`config.mk`:
```
export PLATFORM = sky130hd
export DESIGN_NAME = synth_top
export DESIGN_NICKNAME = d
export VERILOG_FILES = /design/src/synth_pkg.sv /design/src/dds_voice.sv /design/src/note_register_bank.sv /design/src/sample_clock.sv /design/src/synth_top.sv /design/src/voice_mixer.sv
export SDC_FILE = /design/constraint.sdc
export NUM_CORES = 1
export LEC_CHECK = 0
export BUFFER_PORTS_ARGS = -buffer_cell sky130_fd_sc_hd__buf_2
export CORE_MARGIN = 1
export CORE_UTILIZATION = 60
export DETAILED_ROUTE_END_ITERATION = 16
export GPL_TIMING_DRIVEN = 0
export PLACE_DENSITY_LB_ADDON = 0.05
export SKIP_LAST_GASP = 1
export SYNTH_ARGS = -nofsm -noshare
export SYNTH_HDL_FRONTEND = slang
export SYNTH_HIERARCHICAL = 1
export SYNTH_MEMORY_MAX_BITS = 65536
export SYNTH_SLANG_ARGS = --single-unit
```
`constraint.sdc`:
```
create_clock -name clk -period 7.02 [get_ports clk]
set_input_delay 0.702 -clock clk [delete_from_list [all_inputs] [get_ports clk]]
set_output_delay 0.702 -clock clk [all_outputs]
set_load 0.02 [all_outputs]
```
`src/quarter_sine.hex`:
```
// Quarter-wave sine magnitude, one 16-bit word per index 0 to 63
0192
04B6
07D9
0AFB
0E1C
113A
1455
176E
1A82
1D93
209F
23A6
26A8
29A3
2C99
2F87
326E
354D
3824
3AF2
3DB8
4073
4325
45CD
4869
4AFB
4D81
4FFB
5268
54C9
571D
5964
5B9C
5DC7
5FE3
61F0
63EE
65DD
67BC
698B
6B4A
6CF8
6E96
7022
719D
7307
745F
75A5
76D9
77FA
7909
7A05
7AEF
7BC5
7C88
7D38
7DD5
7E5F
7ED5
7F37
7F86
7FC1
7FE9
7FFD

```
`src/synth_pkg.sv`:
```
// Shared widths, register map, bus and voice types for the four-voice DDS synthesizer
package synth_pkg;

    // ========================================
    // Sizes
    // ========================================
    localparam int NUM_VOICES   = 4;
    localparam int VOICE_IDX_W  = 2;
    localparam int PHASE_W      = 32;  // Accumulator and tuning word
    localparam int SAMPLE_W     = 16;
    localparam int DUR_W        = 16;  // Duration in samples
    localparam int VEL_W        = 8;   // Useful range 0 to 127
    localparam int CLOCK_DIV    = 16;  // Clocks per sample tick
    localparam int FADE_SHIFT   = 6;
    localparam int FADE_SAMPLES = 64;
    localparam int MIX_SHIFT    = 2;   // log2 of NUM_VOICES
    localparam int QSINE_AW     = 6;   // Quarter-wave table index width

    // ========================================
    // Bus and register map
    // ========================================
    localparam int ADDR_W       = 8;
    localparam int DATA_W       = 32;
    localparam int VOICE_STRIDE = 16;  // Bytes per voice block
    localparam int OFFSET_W     = $clog2(VOICE_STRIDE);

    localparam logic [ADDR_W-1:0] STATUS_ADDR = 8'h40;
    localparam logic [ADDR_W-1:0] COUNT_ADDR  = 8'h44;

    typedef enum logic [OFFSET_W-1:0] {
        REG_TUNING   = 'h0,
        REG_DURATION = 'h4,
        REG_CONTROL  = 'h8   // Velocity in 7:0, write starts the note
    } reg_offset_e;

    typedef enum logic [1:0] {
        OKAY   = 2'b00,
        SLVERR = 2'b10
    } axi_resp_e;

    typedef enum logic [1:0] {
        IDLE,
        FADE_IN,
        HOLD,
        FADE_OUT
    } env_state_e;

    // Master-driven AXI4-Lite signals
    typedef struct packed {
        logic                  awvalid;
        logic [ADDR_W-1:0]     awaddr;
        logic                  wvalid;
        logic [DATA_W-1:0]     wdata;
        logic [DATA_W/8-1:0]   wstrb;
        logic                  bready;
        logic                  arvalid;
        logic [ADDR_W-1:0]     araddr;
        logic                  rready;
    } axil_req_t;

    // Slave-driven AXI4-Lite signals
    typedef struct packed {
        logic                  awready;
        logic                  wready;
        logic                  bvalid;
        axi_resp_e             bresp;
        logic                  arready;
        logic                  rvalid;
        logic [DATA_W-1:0]     rdata;
        axi_resp_e             rresp;
    } axil_rsp_t;

    typedef struct packed {
        logic [PHASE_W-1:0]    tuning;
        logic [DUR_W-1:0]      duration;
        logic [VEL_W-1:0]      velocity;
        logic                  start;     // One-cycle pulse
    } note_cmd_t;

    typedef struct packed {
        logic signed [SAMPLE_W-1:0] sample;
        logic                       active;
    } voice_out_t;

endpackage

```
`src/dds_voice.sv`:
```
// DDS voice with phase accumulator, quarter-wave sine, velocity scaling and fade envelope
`timescale 1ns/1ns

module dds_voice
    import synth_pkg::*;
(
    input  logic       clk,
    input  logic       rst_n,
    input  logic       sample_tick,
    input  note_cmd_t  note_cmd,
    output voice_out_t voice_out
);

    logic [SAMPLE_W-1:0]          sine_rom [2**QSINE_AW];

    logic [PHASE_W-1:0]           phase_q;
    logic [PHASE_W-1:0]           tuning_q;
    logic [VEL_W-1:0]             velocity_q;
    logic [DUR_W-1:0]             elapsed_q;
    logic [DUR_W-1:0]             remaining_q;
    logic                         active_q;
    logic signed [SAMPLE_W-1:0]   sample_q;

    env_state_e                   env_state;
    logic [1:0]                   quadrant;
    logic [QSINE_AW-1:0]          rom_idx;
    logic signed [SAMPLE_W-1:0]   sine_val;
    logic signed [SAMPLE_W+VEL_W:0] vel_prod;
    logic signed [SAMPLE_W-1:0]   vel_scaled;
    logic [FADE_SHIFT-1:0]        fade_gain;
    logic signed [SAMPLE_W+FADE_SHIFT:0] fade_prod;
    logic signed [SAMPLE_W-1:0]   env_sample;

    initial begin
        $readmemh("/design/src/quarter_sine.hex", sine_rom);
    end

    // ========================================
    // Waveform path
    // ========================================
    assign quadrant = phase_q[PHASE_W-1 -: 2];
    // Odd quadrants walk the table backwards, 63 minus index
    assign rom_idx  = quadrant[0] ? ~phase_q[PHASE_W-3 -: QSINE_AW]
                                  : phase_q[PHASE_W-3 -: QSINE_AW];
    assign sine_val = quadrant[1] ? -$signed(sine_rom[rom_idx]) : $signed(sine_rom[rom_idx]);

    assign vel_prod   = sine_val * $signed({1'b0, velocity_q});
    assign vel_scaled = SAMPLE_W'(vel_prod >>> (VEL_W - 1));  // 127 is near unity

    always_comb begin
        if (!active_q) begin
            env_state = IDLE;
        end else if (elapsed_q < FADE_SAMPLES) begin
            env_state = FADE_IN;
        end else if (remaining_q < FADE_SAMPLES) begin
            env_state = FADE_OUT;
        end else begin
            env_state = HOLD;
        end
    end

    always_comb begin
        case (env_state)
            FADE_IN:  fade_gain = elapsed_q[FADE_SHIFT-1:0];
            FADE_OUT: fade_gain = remaining_q[FADE_SHIFT-1:0];
            default:  fade_gain = '0;
        endcase
        fade_prod = vel_scaled * $signed({1'b0, fade_gain});
        case (env_state)
            FADE_IN, FADE_OUT: env_sample = SAMPLE_W'(fade_prod >>> FADE_SHIFT);
            HOLD:              env_sample = vel_scaled;
            default:           env_sample = '0;
        endcase
    end

    // ========================================
    // Note sequencing
    // ========================================
    always_ff @(posedge clk or negedge rst_n) begin
        if (!rst_n) begin
            phase_q     <= '0;
            elapsed_q   <= '0;
            remaining_q <= '0;
            active_q    <= 1'b0;
            sample_q    <= '0;
        end else if (note_cmd.start) begin  // Restart wins over a tick
            phase_q     <= '0;
            elapsed_q   <= '0;
            remaining_q <= note_cmd.duration;
            active_q    <= 1'b1;
            sample_q    <= '0;
        end else if (sample_tick) begin
            if (active_q && remaining_q != '0) begin
                sample_q    <= env_sample;
                phase_q     <= phase_q + tuning_q;
                elapsed_q   <= elapsed_q + 1'b1;
                remaining_q <= remaining_q - 1'b1;
            end else begin
                active_q    <= 1'b0;  // Duration spent
                sample_q    <= '0;
            end
        end
    end

    // Tuning and velocity are held for the whole note
    always_ff @(posedge clk) begin
        if (note_cmd.start) begin
            tuning_q   <= note_cmd.tuning;
            velocity_q <= note_cmd.velocity;
        end
    end

    assign voice_out = '{sample: sample_q, active: active_q};

endmodule

```
`src/note_register_bank.sv`:
```
// AXI4-Lite register bank holding per-voice note settings and issuing note starts
`timescale 1ns/1ns

module note_register_bank
    import synth_pkg::*;
(
    input  logic                  clk,
    input  logic                  rst_n,
    input  axil_req_t             axil_req,
    output axil_rsp_t             axil_rsp,
    input  logic [NUM_VOICES-1:0] voice_active,
    input  logic [DATA_W-1:0]     sample_count,
    output note_cmd_t             note_cmd [NUM_VOICES]
);

    logic [PHASE_W-1:0]     tuning_q   [NUM_VOICES];
    logic [DUR_W-1:0]       duration_q [NUM_VOICES];
    logic [VEL_W-1:0]       velocity_q [NUM_VOICES];
    logic [NUM_VOICES-1:0]  start_q;

    logic                   aw_w_ready_q;  // Shared by awready and wready
    logic                   bvalid_q;
    axi_resp_e              bresp_q;
    logic                   arready_q;
    logic                   rvalid_q;
    logic [DATA_W-1:0]      rdata_q;
    axi_resp_e              rresp_q;

    logic [VOICE_IDX_W-1:0] wr_voice, rd_voice;
    reg_offset_e            wr_offset, rd_offset;
    logic                   wr_in_voice, rd_in_voice;
    logic                   wr_fire, rd_fire, wr_hit;
    logic [DATA_W-1:0]      wr_cur, wr_merged, rd_data;
    axi_resp_e              rd_resp;

    function automatic logic [DATA_W-1:0] apply_strobe(input logic [DATA_W-1:0]   cur,
                                                       input logic [DATA_W-1:0]   data,
                                                       input logic [DATA_W/8-1:0] strb);
        logic [DATA_W-1:0] res;
        res = cur;
        for (int b = 0; b < DATA_W / 8; b++) begin
            if (strb[b]) begin
                res[8*b +: 8] = data[8*b +: 8];
            end
        end
        return res;
    endfunction

    // ========================================
    // Address decode
    // ========================================
    assign wr_voice    = axil_req.awaddr[OFFSET_W +: VOICE_IDX_W];
    assign wr_offset   = reg_offset_e'(axil_req.awaddr[OFFSET_W-1:0]);
    assign wr_in_voice = (axil_req.awaddr[ADDR_W-1:OFFSET_W+VOICE_IDX_W] == '0);
    assign rd_voice    = axil_req.araddr[OFFSET_W +: VOICE_IDX_W];
    assign rd_offset   = reg_offset_e'(axil_req.araddr[OFFSET_W-1:0]);
    assign rd_in_voice = (axil_req.araddr[ADDR_W-1:OFFSET_W+VOICE_IDX_W] == '0);

    assign wr_fire = aw_w_ready_q && axil_req.awvalid && axil_req.wvalid;
    assign rd_fire = arready_q && axil_req.arvalid;

    always_comb begin
        wr_hit = wr_in_voice;
        wr_cur = '0;
        case (wr_offset)
            REG_TUNING:   wr_cur = tuning_q[wr_voice];
            REG_DURATION: wr_cur = DATA_W'(duration_q[wr_voice]);
            REG_CONTROL:  wr_cur = DATA_W'(velocity_q[wr_voice]);
            default:      wr_hit = 1'b0;  // Offset 0xC and unaligned
        endcase
        wr_merged = apply_strobe(wr_cur, axil_req.wdata, axil_req.wstrb);
    end

    always_comb begin
        rd_data = '0;
        rd_resp = OKAY;
        if (rd_in_voice) begin
            case (rd_offset)
                REG_TUNING:   rd_data = tuning_q[rd_voice];
                REG_DURATION: rd_data = DATA_W'(duration_q[rd_voice]);
                REG_CONTROL:  rd_data = DATA_W'(velocity_q[rd_voice]);
                default:      rd_resp = SLVERR;
            endcase
        end else if (axil_req.araddr == STATUS_ADDR) begin
            rd_data = DATA_W'(voice_active);
        end else if (axil_req.araddr == COUNT_ADDR) begin
            rd_data = sample_count;
        end else begin
            rd_resp = SLVERR;
        end
    end

    // ========================================
    // Handshake and start pulses
    // ========================================
    always_ff @(posedge clk or negedge rst_n) begin
        if (!rst_n) begin
            aw_w_ready_q <= 1'b0;
            bvalid_q     <= 1'b0;
            bresp_q      <= OKAY;
            arready_q    <= 1'b0;
            rvalid_q     <= 1'b0;
            rresp_q      <= OKAY;
            start_q      <= '0;
        end else begin
            aw_w_ready_q <= !aw_w_ready_q && axil_req.awvalid && axil_req.wvalid && !bvalid_q;
            arready_q    <= !arready_q && axil_req.arvalid && !rvalid_q;
            start_q      <= '0;
            if (wr_fire) begin
                bvalid_q <= 1'b1;
                bresp_q  <= wr_hit ? OKAY : SLVERR;
                if (wr_hit && wr_offset == REG_CONTROL) begin
                    start_q[wr_voice] <= 1'b1;
                end
            end else if (axil_req.bready) begin
                bvalid_q <= 1'b0;
            end
            if (rd_fire) begin
                rvalid_q <= 1'b1;
                rresp_q  <= rd_resp;
            end else if (axil_req.rready) begin
                rvalid_q <= 1'b0;
            end
        end
    end

    // Note settings and read data
    always_ff @(posedge clk) begin
        if (wr_fire && wr_hit) begin
            case (wr_offset)
                REG_TUNING:   tuning_q[wr_voice]   <= wr_merged;
                REG_DURATION: duration_q[wr_voice] <= wr_merged[DUR_W-1:0];
                default:      velocity_q[wr_voice] <= wr_merged[VEL_W-1:0];
            endcase
        end
        if (rd_fire) begin
            rdata_q <= rd_data;
        end
    end

    always_comb begin
        for (int v = 0; v < NUM_VOICES; v++) begin
            note_cmd[v] = '{tuning:   tuning_q[v],
                            duration: duration_q[v],
                            velocity: velocity_q[v],
                            start:    start_q[v]};
        end
    end

    assign axil_rsp = '{awready: aw_w_ready_q,
                        wready:  aw_w_ready_q,
                        bvalid:  bvalid_q,
                        bresp:   bresp_q,
                        arready: arready_q,
                        rvalid:  rvalid_q,
                        rdata:   rdata_q,
                        rresp:   rresp_q};

endmodule

```
`src/sample_clock.sv`:
```
// Clock divider issuing the sample tick and keeping the running sample count
`timescale 1ns/1ns

module sample_clock
    import synth_pkg::*;
(
    input  logic              clk,
    input  logic              rst_n,
    output logic              sample_tick,
    output logic [DATA_W-1:0] sample_count
);

    logic [$clog2(CLOCK_DIV)-1:0] div_cnt;

    // First tick lands CLOCK_DIV cycles after reset release
    always_ff @(posedge clk or negedge rst_n) begin
        if (!rst_n) begin
            div_cnt      <= '0;
            sample_tick  <= 1'b0;
            sample_count <= '0;
        end else if (div_cnt == $clog2(CLOCK_DIV)'(CLOCK_DIV - 1)) begin
            div_cnt      <= '0;
            sample_tick  <= 1'b1;
            sample_count <= sample_count + 1'b1;  // Counts ticks as issued
        end else begin
            div_cnt      <= div_cnt + 1'b1;
            sample_tick  <= 1'b0;
        end
    end

endmodule

```
`src/synth_top.sv`:
```
// Top level of the four-voice DDS tone generator with AXI4-Lite control
`timescale 1ns/1ns

module synth_top
    import synth_pkg::*;
(
    input  logic                       clk,
    input  logic                       rst_n,
    input  axil_req_t                  axil_req,
    output axil_rsp_t                  axil_rsp,
    output logic signed [SAMPLE_W-1:0] audio_out,
    output logic                       sample_valid,
    output logic [DATA_W-1:0]          sample_count
);

    logic                  sample_tick;
    logic [NUM_VOICES-1:0] voice_active;  // Feeds the STATUS register
    note_cmd_t             note_cmd  [NUM_VOICES];
    voice_out_t            voice_out [NUM_VOICES];

    note_register_bank u_bank (
        .clk          (clk),
        .rst_n        (rst_n),
        .axil_req     (axil_req),
        .axil_rsp     (axil_rsp),
        .voice_active (voice_active),
        .sample_count (sample_count),
        .note_cmd     (note_cmd)
    );

    sample_clock u_sample_clock (
        .clk          (clk),
        .rst_n        (rst_n),
        .sample_tick  (sample_tick),
        .sample_count (sample_count)
    );

    for (genvar v = 0; v < NUM_VOICES; v++) begin : g_voice
        dds_voice u_voice (
            .clk         (clk),
            .rst_n       (rst_n),
            .sample_tick (sample_tick),
            .note_cmd    (note_cmd[v]),
            .voice_out   (voice_out[v])
        );
        assign voice_active[v] = voice_out[v].active;
    end

    voice_mixer u_mixer (
        .clk          (clk),
        .rst_n        (rst_n),
        .sample_tick  (sample_tick),
        .voice_out    (voice_out),
        .audio_out    (audio_out),
        .sample_valid (sample_valid)
    );

endmodule

```
`src/voice_mixer.sv`:
```
// Mixer summing the voice samples and registering the scaled audio output
`timescale 1ns/1ns

module voice_mixer
    import synth_pkg::*;
(
    input  logic                       clk,
    input  logic                       rst_n,
    input  logic                       sample_tick,
    input  voice_out_t                 voice_out [NUM_VOICES],
    output logic signed [SAMPLE_W-1:0] audio_out,
    output logic                       sample_valid
);

    logic                                  tick_d;  // Lines up with voice outputs
    logic signed [SAMPLE_W+MIX_SHIFT-1:0]  mix_sum;

    // Headroom of MIX_SHIFT bits covers the full voice count
    always_comb begin
        mix_sum = '0;
        for (int v = 0; v < NUM_VOICES; v++) begin
            mix_sum = mix_sum + voice_out[v].sample;
        end
    end

    always_ff @(posedge clk or negedge rst_n) begin
        if (!rst_n) begin
            tick_d       <= 1'b0;
            sample_valid <= 1'b0;
            audio_out    <= '0;
        end else begin
            tick_d       <= sample_tick;
            sample_valid <= tick_d;
            if (tick_d) begin
                audio_out <= SAMPLE_W'(mix_sum >>> MIX_SHIFT);
            end
        end
    end

endmodule

```
==> flow_summary.ini <==
[power]
power.density_nw_per_um2 = 237
clock_power_share = 0.389
max-vdd-ir-drop_uv = 215
internal_power_mw = 4.21
pwr-share-comb = 0.167
power_leakage_nw = 9.55
switching_share = 0.269
p_sw_mw = 1.55
power_mw = 5.76
pwr-share-seq = 0.443

[timing]
timing.fmax_mhz = 318
fin_crit_ns = 3.15
slew_viol_final = 0
tightest_slew_ns = 1.22
fin_tns_setup_ns = 0
finalSetupViolations = 0
rsz0062_at_grt = false
finalClockSkew_ns = 0.0280
fin_crit_sh = 0.448
holdWs_ns = 0.0357
relSlewSlack = 0.184
final_hold_viol_count = 0

[grt]
overflow = 0
grt_pass1_vias = 14200
grt_start_max_net_pins = 94
antenna_found_initial = 1
grt_pass1_wl_mm = 83.4
grt_usage = 0.312

[floorplanning]
start_util = 0.610
die_h_um = 190
io_pins = 149
core-area_sq_um = 34600
die-width_um = 190
rows = 68
die-area_sq_um = 36000

[critical_path]
slowest_stage = nor3_2
r2r_slack_ns = 4.07
critPathMaxStageDelay_ns = 0.80
crit_path_max_fanout = 10
cp_common_cell = buf_2
cp-start-kind = primary input
worstPathRequired_ns = 7.29
end_kind = register
criticalPathCategory = primary input to register
cp_data_arrival_time_ns = 3.41
path_cells = buf_2 -> nor4_4 -> buf_2 -> nand2_1 -> nor3_2 -> buf_4

[clock_tree]
numCtsBuffers = 43
htreeDepth = 2
cts_root_buffer = clkbuf_16
cts_buffer_depth = 3
clkTransAtPathRegs_ns = 0.06
cts_resized = 0
clk_latency_ns = 0.59
cts_tree = built
hold_buffers = 0
cts_num_sinks = 389
postCtsSetupRepairBufs = 0

[route]
wl_met1_mm = 21.7
antenna_left = 0
drtIter0Drc = 1419
dr.pass1.iters = 8
num_vias = 15000
top_layer = met4
wl_met2_mm = 26.4
wl_per_cell_um = 23.5
route.detailed.drc = 0
totalWireLength_mm = 55.2
via_per_inst = 6.37
wl_met3_mm = 5.17

[run]
maxCapViolCount = 0

[synth]
synth_top_area_share = 0.364
ys_ff_latch = 389
synth_top_cells_by_count = edfxtp_1 (256), dfrtp_1 (133), inv_1 (115)
syn_area_per_cell_sq_um = 13.2
ys_types = 86
yosysTopAreaCell = edfxtp_1
synth_flop_cell = edfxtp_1
synth_edf_count = 256
synthCells = 1602
synth-seq-area-share = 0.522
synthTopCellsByArea = edfxtp_1 (36%), dfrtp_1 (16%), mux4_2 (10%), fa_1 (3.1%), buf_4 (3.1%)
synthArstFlopShare = 0.342
yosysWarnings = 6
syn-cell-area_sq_um = 21100
yosysMostFrequentCell = edfxtp_1

[final_layout]
layout.nets = 1973
syn_to_final_growth_pct = 14.9
fillers = 2463
layout-drive-gt1-share = 0.265

[placement]
gp_congestion = 0.894
hpwl_mm = 39.6
portBuffers = 142

[status]
status = complete, no violations

[worst_hold_path]
min_path_type = primary input to asynchronous set/reset pin
[final cells by class]
| class | count | area [sq um] | area share |
|---|---|---|---|
| well taps | 455 | 569 | 0.0235 |
| clock buffers | 52 | 1150 | 0.0474 |
| clock inverters | 25 | 254 | 0.0105 |
| plain buffers | 147 | 975 | 0.0402 |
| flip-flops and latches | 389 | 11000 | 0.454 |
| diodes | 3 | 7.51 | 0.000309 |
| multi-input cells | 1011 | 8960 | 0.369 |
| inverters | 116 | 435 | 0.0179 |
| repair buffers | 152 | 892 | 0.0368 |
[power by group through the flow]
stage,Combinational [mW],Clock (mW),Sequential [mW]
after floorplan,0.618,0,2.67
after global placement,0.859,0,2.60
after detailed placement,0.872,0,2.60
after CTS,0.876,2.27,2.56
after global routing,1.05,2.36,2.56
final,0.963,2.24,2.55
[per-stage QoR]
step                      std cells  utilization  setup slack (ns)  area, sq um
after floorplan                1663            -              2.85        21300
after global routing           2347        0.700              3.79        24300
after global placement         2260        0.653             0.177        22600
after CTS                      2346        0.700              3.91        24200
after detailed placement       2269        0.659              3.31        22800
final                          2350        0.701              3.87        24300
[final timing paths]
path | from | end | cells after the start
worst max-delay path | axil_req[49] | u_bank/tuning_q[0][2] | 6
worst min-delay path | rst_n | g_voice[2].u_voice/remaining_q[1] | 1
worst max register to register | u_bank/aw_w_ready_q | u_bank/tuning_q[0][2] | 5
worst min register to register | u_bank/rvalid_q | u_bank/arready_q | 1
max in group asynchronous | rst_n | u_mixer/audio_out[1] | 2
min in group clk | axil_req[10] | u_bank/bvalid_q | 2
[kinds of logic (layout without fill, tap and decap cells)]
| family | count (synthesis) | in the layout | share of synthesized area |
|---|---|---|---|
| adders and majority gates | 54 | 54 | 0.0437 |
| AOI/OAI and AO/OA | 325 | 325 | 0.110 |
| and+or+nand+nor | 415 | 415 | 0.119 |
| xor gates and xnor gates | 36 | 36 | 0.0149 |
| buffers and inverters | 263 | 492 | 0.0668 |
| other | 5 | 69 | 0.000889 |
| muxes | 115 | 115 | 0.124 |
| DFF | 389 | 389 | 0.522 |
[state kept, by name, indices dropped and copies added, names as in the netlist, 4 cells and up]
register	flops
u_bank/start_q	4
g_voice.u_voice/remaining_q	64
g_voice.u_voice/active_q	4
u_bank/tuning_q	128
u_sample_clock/div_cnt	4
u_sample_clock/sample_count	32
u_bank/duration_q	64
u_mixer/audio_out	16
u_bank/rdata_q	32
u_bank/velocity_q	32
[worst max-delay path, delay by kind of cell]
family,cells,cell delay (ns)
and+or+nand+nor,3,1.81
buffers and inverters,3,0.88
[layout by cell type, fill, tap and decap left out, types with 21 or more instances in the layout]
| cell | n |
|---|---|
| a21oi_1 | 32 |
| a22o_1 | 31 |
| a22oi_1 | 31 |
| a31oi_1 | 29 |
| buf_2 | 161 |
| buf_4 | 87 |
| clkbuf_1 | 31 |
| clkbuf_16 | 43 |
| conb_1 | 66 |
| dfrtp_1 | 133 |
| edfxtp_1 | 256 |
| fa_1 | 33 |
| ha_1 | 21 |
| inv_1 | 114 |
| mux4_2 | 98 |
| nand2_1 | 113 |
| nand3_1 | 37 |
| nand4_1 | 21 |
| nor2_1 | 66 |
| nor3_1 | 22 |
| o211ai_1 | 25 |
| o21ai_0 | 51 |
| o31ai_1 | 21 |
| or4_1 | 44 |
| xnor2_1 | 29 |
[per-layer routing]
metal	track usage	vias to the layer above
met2	0.493	775
met5	0	-
li1	-	6586
met1	0.436	7495
met4	0.116	0
met3	0.0570	125
Note: power is estimated with default switching activity, not from simulation.
